--- config.mk ---
export PLATFORM = sky130hd
export DESIGN_NAME = cluster_mem_wrap
export DESIGN_NICKNAME = d
export VERILOG_FILES = /design/src/mem_bus_pkg.sv /design/src/mem_bus_if.sv /design/src/port_arbiter.sv /design/src/bus_cut.sv /design/src/id_remap.sv /design/src/cdc_gray_src.sv /design/src/cluster_mem_wrap.sv
export SDC_FILE = /design/constraint.sdc
export NUM_CORES = 1
export LEC_CHECK = 0
export BUFFER_PORTS_ARGS = -buffer_cell sky130_fd_sc_hd__buf_2
export CAP_MARGIN = 15
export CORE_AREA = 3 3 161 163
export DETAILED_ROUTE_END_ITERATION = 8
export DIE_AREA = 0 0 164 166
export HOLD_SLACK_MARGIN = 0.08
export PLACE_DENSITY = 0.77
export SLEW_MARGIN = 20
export SYNTH_ARGS = -nofsm -noshare
export SYNTH_HDL_FRONTEND = slang
export SYNTH_SLANG_ARGS = --single-unit
--- constraint.sdc ---
create_clock -name clk_i -period 14.1 [get_ports clk_i]
set_input_delay 4.23 -clock clk_i [delete_from_list [all_inputs] [get_ports clk_i]]
set_output_delay 4.23 -clock clk_i [all_outputs]
set_load 0.02 [all_outputs]
--- src/mem_bus_pkg.sv ---
package mem_bus_pkg;

  // ------------------------------
  // Port and ID widths
  // ------------------------------
  localparam int NumPorts    = 2;
  localparam int PortIdWidth = 2;
  // One extra bit carries the initiator port number
  localparam int TagIdWidth  = PortIdWidth + 1;
  localparam int MemIdWidth  = 1;
  localparam int NumSlots    = 2;

  typedef logic [31:0]            addr_t;
  typedef logic [31:0]            data_t;
  typedef logic [PortIdWidth-1:0] port_id_t;
  typedef logic [MemIdWidth-1:0]  mem_id_t;

  // ------------------------------
  // Clock domain crossing
  // ------------------------------
  localparam int LogDepth = 1;

  typedef logic [LogDepth:0] ptr_t;

  // Full when the write pointer equals the read pointer with the top two bits inverted
  localparam ptr_t PtrFullMask = ptr_t'(2'b11) << (LogDepth - 1);

  // Request entry {addr, wdata, we, id}, memory ID in the low bits
  localparam int ReqBits = $bits(addr_t) + $bits(data_t) + 1 + MemIdWidth;
  // Response entry {rdata, err, id}
  localparam int RspBits = $bits(data_t) + 1 + MemIdWidth;

  typedef logic [ReqBits-1:0] req_entry_t;
  typedef logic [RspBits-1:0] rsp_entry_t;

  // Entry i sits at bits [i*Bits +: Bits]
  typedef logic [(2**LogDepth)*ReqBits-1:0] req_fifo_t;
  typedef logic [(2**LogDepth)*RspBits-1:0] rsp_fifo_t;

endpackage

--- src/mem_bus_if.sv ---
`timescale 1ns/1ps

interface mem_bus_if
  import mem_bus_pkg::*;
#(
  parameter int IdWidth = 1
) ();

  // Request channel
  logic               req_valid;
  logic               req_ready;
  addr_t              req_addr;
  data_t              req_wdata;
  logic               req_we;
  logic [IdWidth-1:0] req_id;

  // Response channel
  logic               rsp_valid;
  logic               rsp_ready;
  data_t              rsp_rdata;
  logic               rsp_err;
  logic [IdWidth-1:0] rsp_id;

  modport initiator (
    output req_valid, req_addr, req_wdata, req_we, req_id, rsp_ready,
    input  req_ready, rsp_valid, rsp_rdata, rsp_err, rsp_id
  );

  modport target (
    input  req_valid, req_addr, req_wdata, req_we, req_id, rsp_ready,
    output req_ready, rsp_valid, rsp_rdata, rsp_err, rsp_id
  );

endinterface

--- src/port_arbiter.sv ---
`timescale 1ns/1ps

module port_arbiter
  import mem_bus_pkg::*;
(
  input  logic                    clk_i,
  input  logic                    reset_i,
  input  logic     [NumPorts-1:0] req_valid_i,
  input  logic     [NumPorts-1:0] req_we_i,
  input  addr_t    [NumPorts-1:0] req_addr_i,
  input  data_t    [NumPorts-1:0] req_wdata_i,
  input  port_id_t [NumPorts-1:0] req_id_i,
  output logic     [NumPorts-1:0] req_ready_o,
  output logic     [NumPorts-1:0] rsp_valid_o,
  output logic     [NumPorts-1:0] rsp_err_o,
  output data_t    [NumPorts-1:0] rsp_rdata_o,
  output port_id_t [NumPorts-1:0] rsp_id_o,
  input  logic     [NumPorts-1:0] rsp_ready_i,
  mem_bus_if.initiator            mst
);

  logic prio_q;
  logic lock_q;
  logic lock_idx_q;
  logic gnt_idx;
  logic rsp_port;

  // ------------------------------
  // Request merge
  // ------------------------------
  // A stalled grant stays put so the outgoing payload does not change
  always_comb begin
    if (lock_q) begin
      gnt_idx = lock_idx_q;
    end else if (&req_valid_i) begin
      gnt_idx = prio_q;
    end else begin
      gnt_idx = req_valid_i[1];
    end
  end

  assign mst.req_valid = req_valid_i[gnt_idx];
  assign mst.req_addr  = req_addr_i[gnt_idx];
  assign mst.req_wdata = req_wdata_i[gnt_idx];
  assign mst.req_we    = req_we_i[gnt_idx];
  // Port number goes on top of the initiator ID
  assign mst.req_id    = {gnt_idx, req_id_i[gnt_idx]};

  always_comb begin
    for (int i = 0; i < NumPorts; i++) begin
      req_ready_o[i] = mst.req_ready && (gnt_idx == 1'(i));
    end
  end

  // Other port gets priority after every granted transfer
  always_ff @(posedge clk_i) begin
    if (reset_i) begin
      prio_q     <= 1'b0;
      lock_q     <= 1'b0;
      lock_idx_q <= 1'b0;
    end else if (mst.req_valid && mst.req_ready) begin
      prio_q <= !gnt_idx;
      lock_q <= 1'b0;
    end else if (mst.req_valid) begin
      lock_q     <= 1'b1;
      lock_idx_q <= gnt_idx;
    end
  end

  // ------------------------------
  // Response routing
  // ------------------------------
  assign rsp_port      = mst.rsp_id[TagIdWidth-1];
  assign mst.rsp_ready = rsp_ready_i[rsp_port];

  always_comb begin
    for (int i = 0; i < NumPorts; i++) begin
      rsp_valid_o[i] = mst.rsp_valid && (rsp_port == 1'(i));
      rsp_err_o[i]   = mst.rsp_err;
      rsp_rdata_o[i] = mst.rsp_rdata;
      rsp_id_o[i]    = mst.rsp_id[PortIdWidth-1:0];
    end
  end

endmodule

--- src/bus_cut.sv ---
`timescale 1ns/1ps

module bus_cut
  import mem_bus_pkg::*;
(
  input  logic         clk_i,
  input  logic         reset_i,
  mem_bus_if.target    slv,
  mem_bus_if.initiator mst
);

  logic                  alive_q;
  logic                  req_valid_q;
  addr_t                 req_addr_q;
  data_t                 req_wdata_q;
  logic                  req_we_q;
  logic [TagIdWidth-1:0] req_id_q;
  logic                  rsp_valid_q;
  data_t                 rsp_rdata_q;
  logic                  rsp_err_q;
  logic [TagIdWidth-1:0] rsp_id_q;

  // Take a new item when empty or when the held one leaves this cycle
  assign slv.req_ready = alive_q && (!req_valid_q || mst.req_ready);
  assign mst.rsp_ready = alive_q && (!rsp_valid_q || slv.rsp_ready);

  assign mst.req_valid = req_valid_q;
  assign mst.req_addr  = req_addr_q;
  assign mst.req_wdata = req_wdata_q;
  assign mst.req_we    = req_we_q;
  assign mst.req_id    = req_id_q;

  assign slv.rsp_valid = rsp_valid_q;
  assign slv.rsp_rdata = rsp_rdata_q;
  assign slv.rsp_err   = rsp_err_q;
  assign slv.rsp_id    = rsp_id_q;

  // Ready stays low until the first cycle out of reset
  always_ff @(posedge clk_i) begin
    if (reset_i) begin
      alive_q     <= 1'b0;
      req_valid_q <= 1'b0;
      rsp_valid_q <= 1'b0;
    end else begin
      alive_q <= 1'b1;
      if (slv.req_ready) begin
        req_valid_q <= slv.req_valid;
      end
      if (mst.rsp_ready) begin
        rsp_valid_q <= mst.rsp_valid;
      end
    end
  end

  always_ff @(posedge clk_i) begin
    if (slv.req_valid && slv.req_ready) begin
      req_addr_q  <= slv.req_addr;
      req_wdata_q <= slv.req_wdata;
      req_we_q    <= slv.req_we;
      req_id_q    <= slv.req_id;
    end
    if (mst.rsp_valid && mst.rsp_ready) begin
      rsp_rdata_q <= mst.rsp_rdata;
      rsp_err_q   <= mst.rsp_err;
      rsp_id_q    <= mst.rsp_id;
    end
  end

endmodule

--- src/id_remap.sv ---
`timescale 1ns/1ps

module id_remap
  import mem_bus_pkg::*;
(
  input  logic         clk_i,
  input  logic         reset_i,
  mem_bus_if.target    slv,
  mem_bus_if.initiator mst
);

  logic [NumSlots-1:0]   busy_q;
  logic [TagIdWidth-1:0] slot_id_q [NumSlots];
  logic                  any_free;
  mem_id_t               free_idx;
  logic                  hold_q;
  mem_id_t               hold_slot_q;
  mem_id_t               req_slot;
  logic                  req_fire;
  logic                  rsp_fire;

  // ------------------------------
  // Slot allocation
  // ------------------------------
  // Lowest free slot wins
  always_comb begin
    any_free = 1'b0;
    free_idx = '0;
    for (int i = NumSlots - 1; i >= 0; i--) begin
      if (!busy_q[i]) begin
        any_free = 1'b1;
        free_idx = mem_id_t'(i);
      end
    end
  end

  // Keep the slot of a stalled request so its ID stays stable
  assign req_slot = hold_q ? hold_slot_q : free_idx;

  assign mst.req_valid = slv.req_valid && any_free;
  assign slv.req_ready = mst.req_ready && any_free;
  assign mst.req_addr  = slv.req_addr;
  assign mst.req_wdata = slv.req_wdata;
  assign mst.req_we    = slv.req_we;
  assign mst.req_id    = req_slot;

  assign req_fire = mst.req_valid && mst.req_ready;
  assign rsp_fire = mst.rsp_valid && mst.rsp_ready;

  // ------------------------------
  // Response restore
  // ------------------------------
  assign slv.rsp_valid = mst.rsp_valid;
  assign slv.rsp_rdata = mst.rsp_rdata;
  assign slv.rsp_err   = mst.rsp_err;
  assign slv.rsp_id    = slot_id_q[mst.rsp_id];
  assign mst.rsp_ready = slv.rsp_ready;

  always_ff @(posedge clk_i) begin
    if (reset_i) begin
      busy_q      <= '0;
      hold_q      <= 1'b0;
      hold_slot_q <= '0;
    end else begin
      // Freed and claimed slots never coincide
      if (rsp_fire) begin
        busy_q[mst.rsp_id] <= 1'b0;
      end
      if (req_fire) begin
        busy_q[req_slot] <= 1'b1;
        hold_q           <= 1'b0;
      end else if (mst.req_valid) begin
        hold_q      <= 1'b1;
        hold_slot_q <= req_slot;
      end
    end
  end

  always_ff @(posedge clk_i) begin
    if (req_fire) begin
      slot_id_q[req_slot] <= slv.req_id;
    end
  end

endmodule

--- src/cdc_gray_src.sv ---
`timescale 1ns/1ps

module cdc_gray_src
  import mem_bus_pkg::*;
(
  input  logic      clk_i,
  input  logic      reset_i,
  mem_bus_if.target slv,
  output ptr_t      req_wptr_o,
  output req_fifo_t req_fifo_o,
  input  ptr_t      req_rptr_i,
  input  ptr_t      rsp_wptr_i,
  input  rsp_fifo_t rsp_fifo_i,
  output ptr_t      rsp_rptr_o
);

  function automatic ptr_t bin2gray(input ptr_t bin);
    return bin ^ (bin >> 1);
  endfunction

  ptr_t                            req_wbin_q;
  ptr_t                            req_wgray_q;
  ptr_t                            req_wbin_next;
  ptr_t                            req_rptr_s1_q;
  ptr_t                            req_rptr_s2_q;
  req_entry_t [2**LogDepth-1:0]    req_mem_q;
  req_entry_t                      req_entry;
  logic                            req_full;
  logic                            req_push;

  ptr_t                            rsp_rbin_q;
  ptr_t                            rsp_rgray_q;
  ptr_t                            rsp_rbin_next;
  ptr_t                            rsp_wptr_s1_q;
  ptr_t                            rsp_wptr_s2_q;
  rsp_entry_t [2**LogDepth-1:0]    rsp_entries;
  rsp_entry_t                      rsp_head;
  logic                            rsp_pop;

  // ------------------------------
  // Request half
  // ------------------------------
  assign req_full      = (req_wgray_q == (req_rptr_s2_q ^ PtrFullMask));
  assign slv.req_ready = !req_full;
  assign req_push      = slv.req_valid && slv.req_ready;
  assign req_wbin_next = req_wbin_q + 1'b1;
  assign req_entry     = {slv.req_addr, slv.req_wdata, slv.req_we, slv.req_id};

  assign req_wptr_o = req_wgray_q;
  assign req_fifo_o = req_mem_q;

  // Entry is written on the same edge that moves the pointer
  always_ff @(posedge clk_i) begin
    if (req_push) begin
      req_mem_q[req_wbin_q[LogDepth-1:0]] <= req_entry;
    end
  end

  // ------------------------------
  // Response half
  // ------------------------------
  assign rsp_entries   = rsp_fifo_i;
  assign rsp_head      = rsp_entries[rsp_rbin_q[LogDepth-1:0]];
  assign slv.rsp_valid = (rsp_wptr_s2_q != rsp_rgray_q);
  assign {slv.rsp_rdata, slv.rsp_err, slv.rsp_id} = rsp_head;
  assign rsp_pop       = slv.rsp_valid && slv.rsp_ready;
  assign rsp_rbin_next = rsp_rbin_q + 1'b1;

  assign rsp_rptr_o = rsp_rgray_q;

  // Pointers and two-flop synchronizers
  always_ff @(posedge clk_i) begin
    if (reset_i) begin
      req_wbin_q    <= '0;
      req_wgray_q   <= '0;
      req_rptr_s1_q <= '0;
      req_rptr_s2_q <= '0;
      rsp_rbin_q    <= '0;
      rsp_rgray_q   <= '0;
      rsp_wptr_s1_q <= '0;
      rsp_wptr_s2_q <= '0;
    end else begin
      req_rptr_s1_q <= req_rptr_i;
      req_rptr_s2_q <= req_rptr_s1_q;
      rsp_wptr_s1_q <= rsp_wptr_i;
      rsp_wptr_s2_q <= rsp_wptr_s1_q;
      if (req_push) begin
        req_wbin_q  <= req_wbin_next;
        req_wgray_q <= bin2gray(req_wbin_next);
      end
      if (rsp_pop) begin
        rsp_rbin_q  <= rsp_rbin_next;
        rsp_rgray_q <= bin2gray(rsp_rbin_next);
      end
    end
  end

endmodule

--- src/cluster_mem_wrap.sv ---
`timescale 1ns/1ps

module cluster_mem_wrap
  import mem_bus_pkg::*;
(
  input  logic                    clk_i,
  input  logic                    reset_i,
  // Initiator ports
  input  logic     [NumPorts-1:0] req_valid_i,
  input  logic     [NumPorts-1:0] req_we_i,
  input  addr_t    [NumPorts-1:0] req_addr_i,
  input  data_t    [NumPorts-1:0] req_wdata_i,
  input  port_id_t [NumPorts-1:0] req_id_i,
  output logic     [NumPorts-1:0] req_ready_o,
  output logic     [NumPorts-1:0] rsp_valid_o,
  output logic     [NumPorts-1:0] rsp_err_o,
  output data_t    [NumPorts-1:0] rsp_rdata_o,
  output port_id_t [NumPorts-1:0] rsp_id_o,
  input  logic     [NumPorts-1:0] rsp_ready_i,
  // Memory side crossing
  output ptr_t                    req_wptr_o,
  output req_fifo_t               req_fifo_o,
  input  ptr_t                    req_rptr_i,
  input  ptr_t                    rsp_wptr_i,
  input  rsp_fifo_t               rsp_fifo_i,
  output ptr_t                    rsp_rptr_o
);

  mem_bus_if #(.IdWidth(TagIdWidth)) tag_bus ();
  mem_bus_if #(.IdWidth(TagIdWidth)) cut_bus ();
  mem_bus_if #(.IdWidth(MemIdWidth)) mem_bus ();

  port_arbiter i_port_arbiter (
    .clk_i       ( clk_i       ),
    .reset_i     ( reset_i     ),
    .req_valid_i ( req_valid_i ),
    .req_we_i    ( req_we_i    ),
    .req_addr_i  ( req_addr_i  ),
    .req_wdata_i ( req_wdata_i ),
    .req_id_i    ( req_id_i    ),
    .req_ready_o ( req_ready_o ),
    .rsp_valid_o ( rsp_valid_o ),
    .rsp_err_o   ( rsp_err_o   ),
    .rsp_rdata_o ( rsp_rdata_o ),
    .rsp_id_o    ( rsp_id_o    ),
    .rsp_ready_i ( rsp_ready_i ),
    .mst         ( tag_bus     )
  );

  // Register stage between arbiter and remapper
  bus_cut i_bus_cut (
    .clk_i   ( clk_i   ),
    .reset_i ( reset_i ),
    .slv     ( tag_bus ),
    .mst     ( cut_bus )
  );

  id_remap i_id_remap (
    .clk_i   ( clk_i   ),
    .reset_i ( reset_i ),
    .slv     ( cut_bus ),
    .mst     ( mem_bus )
  );

  cdc_gray_src i_cdc_gray_src (
    .clk_i      ( clk_i      ),
    .reset_i    ( reset_i    ),
    .slv        ( mem_bus    ),
    .req_wptr_o ( req_wptr_o ),
    .req_fifo_o ( req_fifo_o ),
    .req_rptr_i ( req_rptr_i ),
    .rsp_wptr_i ( rsp_wptr_i ),
    .rsp_fifo_i ( rsp_fifo_i ),
    .rsp_rptr_o ( rsp_rptr_o )
  );

endmodule

Yosys cells after proc, flatten, opt, wreduce, memory -nomap -nowiden --
Memories as Yosys holds them, arrays and structs flattened. A register that Yosys moved wholly into a read port is not among the register bits. Index checks and enable logic that the tools add are counted. Widths: inputs -> output; s select.
Word-level totals: register bits 259, RAM bits 6, bits of input ports 212, output and inout port bits 210, word-level logic and storage cells 107, memories kept 1
Operators by class: add/sub/neg operators 2, $lt $le $gt $ge 9, equality and inequality tests 2, muxes and demuxes 33, bitwise operators 10, reduce and logical (&&, ||, !) cells 25
Memories:
- i_id_remap.slot_id_q | depth 2, bits a word 3, rd ports 1, clocked after memory_dff 1, write ports 1, RTL line id_remap.sv:13 | logic [TagIdWidth-1:0] slot_id_q [NumSlots];
Operators by type and width (number):
- $bwmux 132 | 1
- $mux 32 | 4
- $mux 34 | 2
- $demux 66 s1 | 1
- $mux 66 | 1
- $mux 1 | 17
- $logic_and 1x1->1 | 14
- $lt 1x2->1 const B | 6
- $mux 2 | 5
- $reduce_and 2->1 | 3
- $add 2x1->2 const B | 2
- $logic_not 1->1 | 4
- $not 1->1 | 4
- $not 2->2 | 2
- $reduce_or 2->1 | 2
- $xor 2x1->2 | 2
- $ge 1x1->1 const B | 3
- $and 2x2->2 | 1
- $demux 1 s1 | 2
- $eq 2x2->1 | 1
- $logic_or 1x1->1 | 2
- $ne 2x2->1 | 1
- $or 2x2->2 | 1

Depth between registers and ports, before layout --
depth in word-level cells 12, mapped depth 5, gate-level depth less buffers 5

Hierarchy --
From an unflattened synthesis, not the netlist that was laid out.
Unflattened totals: cells, all modules 663, area total of the unflattened synthesis 11297.1 sq um
Modules (own cells, without submodules):
- cdc_gray_src | times used 1, cells each 234, area each 5004.8 sq um, sequential area each 4244.1 sq um
- bus_cut | times used 1, cells each 120, area each 3264.4 sq um, sequential area each 3183.1 sq um
- port_arbiter | times used 1, cells each 173, area each 1833.0 sq um, sequential area each 60.1 sq um
- id_remap | times used 1, cells each 136, area each 1194.9 sq um, sequential area each 260.2 sq um

Worst setup path before layout --
No wires, ideal clock.
path kind input to output, start input port req_valid_i[0], end output port req_ready_o[1], data arrival time 5138 ps, data required time 9870 ps, setup slack 4732 ps, stages 4, path buffers 1, cells stage by stage nor2b_1 -> o21ai_4 -> buf_6 -> nor2b_1
On the way: cells in the longest elaborated chain, start to end 4
Ends and longest elaborated chain:
- from (decl) | RTL line cluster_mem_wrap.sv:9 | input logic [NumPorts-1:0] req_valid_i,
- $reduce_and 2->1 | RTL line port_arbiter.sv:35 | end else if (&req_valid_i) begin
- $mux 1 | RTL line port_arbiter.sv:35
- $mux 1 | RTL line port_arbiter.sv:33 | if (lock_q) begin
- via i_bus_cut.slv.req_id[2] | RTL line mem_bus_if.sv:30 | input req_valid, req_addr, req_wdata, req_we, req_id, rsp_ready,
- $logic_and 1x1->1 | RTL line port_arbiter.sv:51 | req_ready_o[i] = mst.req_ready && (gnt_idx == 1'(i));
- to (decl) | RTL line cluster_mem_wrap.sv:14 | output logic [NumPorts-1:0] req_ready_o,
The timed path passes the listed nets, and every way through them passes these cells.

Worst setup path in the final report --
start input port req_valid_i[0], end output port req_ready_o[1]
On the way: cells in the longest elaborated chain, start to end 4
Ends and longest elaborated chain (RTL line):
- $reduce_and 2->1 | port_arbiter.sv:35
- $mux 1 | port_arbiter.sv:35
- $mux 1 | port_arbiter.sv:33
- $logic_and 1x1->1 | port_arbiter.sv:51
No other way between the ends.

==> out/metrics.cfg <==
[synthesis]
yosys_register_bits=266
yosysMostFrequentCell=edfxtp_1
synth_cells=512
ys_top_cells_by_count=242 x edfxtp_1, 104 x mux2_2, 42 x buf_4
synth_cell_types=37
synth_area_mm2=0.00987
synth_edf_count=242
avgSynthCellArea_um2=19.3
synth_nets=724
synthTopCellsByArea=edfxtp_1 74%, mux2_2 12%, dfxtp_1 4.9%
synthFlopType=edfxtp_1
synth_largest_area_cell=edfxtp_1
synth_warnings=0
yosysSeqAreaShare_pct=78.5
ys_async_sr_fraction_pct=0
synth_top_area_share_pct=73.7

[die]
core_mm2=0.0245
rows=57
die_area_mm2=0.0272
ios=422
die_x_um=164
initial_core_util_pct=40.3
chipHeight_um=166

[grt]
grt_use_met2_pct=31.3
use_met1_pct=16.8
first_global_vias=6304
grt_max_degree=59
grt_pass1_wl_mm=34.7
grt.busiest_layer=met2
grt_util_met3_pct=5.46
track_usage_pct=16.5
overflow=0
antenna_found_initial=2

[routing]
via_per_inst=4.68
ant_nets=0
drtIter0Drc=254
vias=5889
wl_mm=23.7
wl_per_cell_um=18.8
dr.pass1.iters=4
remaining_drc_errors=0

[timing]
period_needed_ns=9.44
maxSlewHeadroom_pct=33.2
finalClockSkew_ns=0.0189
worstMarginPinSlew_ns=0.999
finalMaxSlewViolations=0
rsz0062_at_grt=false
setup_violations=0
finalCritPeriodShare_pct=67.0
setup_ws_ns=4.66
fmax_mhz=106
setup-tns-final_ns=0
hold_viol=0

[power_and_ir_drop]
cellPowerDensity_mw_per_mm2=150
vdd_drop_max_v=0.0000996
p_leak_nw=5.21

[clock_network]
clock_sinks=266
post_cts_buffers=0
cts-hold-fix-buffers=0
clkTransAtPathRegs_ns=0.06
cts_tree=yes
clockBufferDepth=3
cts_buffers=27
cts_resized=0
ctsRootBufferMaster=clkbuf_16
clock_latency_ns=0.53
htree_num_levels=1

[layout]
syn2layout_area_growth_pct=31.3
diodes=0
drive_gt1_share_pct=62.1
nets=1126
utilization_pct=52.9

[critical_path]
cp-start-kind=input pin
cp_max_fo=15
cp.arrival_ns=5.21
critPathKind=in2out
cp_data_required_time_ns=9.87
end_kind=output port

[status]
status=complete, no violations

[placement]
portBuffers=421
place_ws_ns=4.66
place.gp.congestion=0.773
dp_hpwl_mm=17.8

[worst_hold_path]
hp-class=reg2reg

[flow_run]
maxCapViolations=0

[cell families after synthesis]
logic type	Yosys count	synth area share (%)
flops	266	78.5
mux	107	12.2
buf+inv	60	4.31
simple gates	40	2.02
compound gates	31	2.26
xor+xnor	8	0.710
[power breakdown]
| group | internal, mW | leakage, nW | switching (mW) |
|---|---|---|---|
| registers | 0.954 | 2.46 | 0.0282 |
| clock network | 0.437 | 0.452 | 0.285 |
| logic | 0.0898 | 2.30 | 0.143 |
[layout by cell type, fill, tap and decap left out, types with 2 or more instances in the layout]
cell type / n
dfxtp_1: 24
o21ai_0: 5
clkbuf_16: 27
inv_1: 5
xnor2_1: 3
a21boi_0: 3
clkbuf_8: 2
a211oi_1: 2
o21a_1: 2
mux2i_1: 3
inv_2: 2
nand2b_1: 2
mux2_2: 104
bufinv_16: 4
clkbuf_1: 5
buf_4: 5
clkinv_2: 7
nor2b_1: 10
xor2_1: 5
nor2_1: 10
nor3_1: 2
nand2_1: 11
edfxtp_1: 242
o211ai_1: 2
a21oi_1: 7
buf_2: 421
clkinv_1: 3
[stage by stage]
stage | total power [mW] | cells | hold WS [ns] | area (um^2)
2_1_floorplan | 1.15 | 512 | 0.414 | 9870
3_5_place_dp | 1.24 | 1209 | 0.431 | 12000
3_3_place_gp | 1.23 | 1209 | 0.415 | 12000
4_1_cts | 1.96 | 1259 | 0.430 | 13000
6_report | 1.94 | 1259 | 0.440 | 13000
5_1_grt | 2.02 | 1259 | 0.450 | 13000
[cell type report]
type                            count  area (um^2)
Inverter                            7         26.3
Clock buffer                       34          722
Clock inverter                     16          194
Fill cell                        1985        11500
Tap cell                          324          405
Sequential cell                   266         7750
Multi-Input combinational cell    186         1710
Timing Repair Buffer              426         2140
[per-layer routing]
| layer | vias to the layer above | wire length [um] | part of all wire [%] |
|---|---|---|---|
| li1 | 2709 | - | - |
| met1 | 2826 | 8130 | 34 |
| met2 | 301 | 12600 | 53 |
| met3 | 49 | 2230 | 9.4 |
| met4 | 4 | 687 | 2.9 |
| met5 | - | 18 | 0.076 |
[worst paths after layout]
path,start,endpoint,slack (ns),cells after the start
worst min-delay path,i_cdc_gray_src.rsp_wptr_s1_q[0]$_SDFF_PP0_,i_cdc_gray_src.rsp_wptr_s2_q[0]$_SDFF_PP0_,0.44,1
worst min register to register,i_cdc_gray_src.rsp_wptr_s1_q[0]$_SDFF_PP0_,i_cdc_gray_src.rsp_wptr_s2_q[0]$_SDFF_PP0_,0.44,1
worst max register to register,i_cdc_gray_src.req_wptr_o[1]$_SDFFE_PP0P_,i_bus_cut.mst.req_addr[4]$_DFFE_PP_,11.33,4
worst max-delay path,req_valid_i[0],req_ready_o[1],4.66,5
[registers in the layout, summed over array words and instances, names as in the netlist, 3 cells and up]
name	cells
i_bus_cut.mst.req_addr	32
i_bus_cut.mst.req_id	3
i_bus_cut.mst.req_wdata	32
i_bus_cut.slv.rsp_id	3
i_bus_cut.slv.rsp_rdata	32
i_cdc_gray_src.req_fifo_o	132
i_id_remap.slot_id_q	6
[worst max-delay path, stage by stage]
cell	delay (ns)
buf_2	0.11
nor2b_1	0.15
o21ai_4	0.37
nor2b_1	0.18
buf_2	0.17
Note: power is estimated with default switching activity, not from simulation.
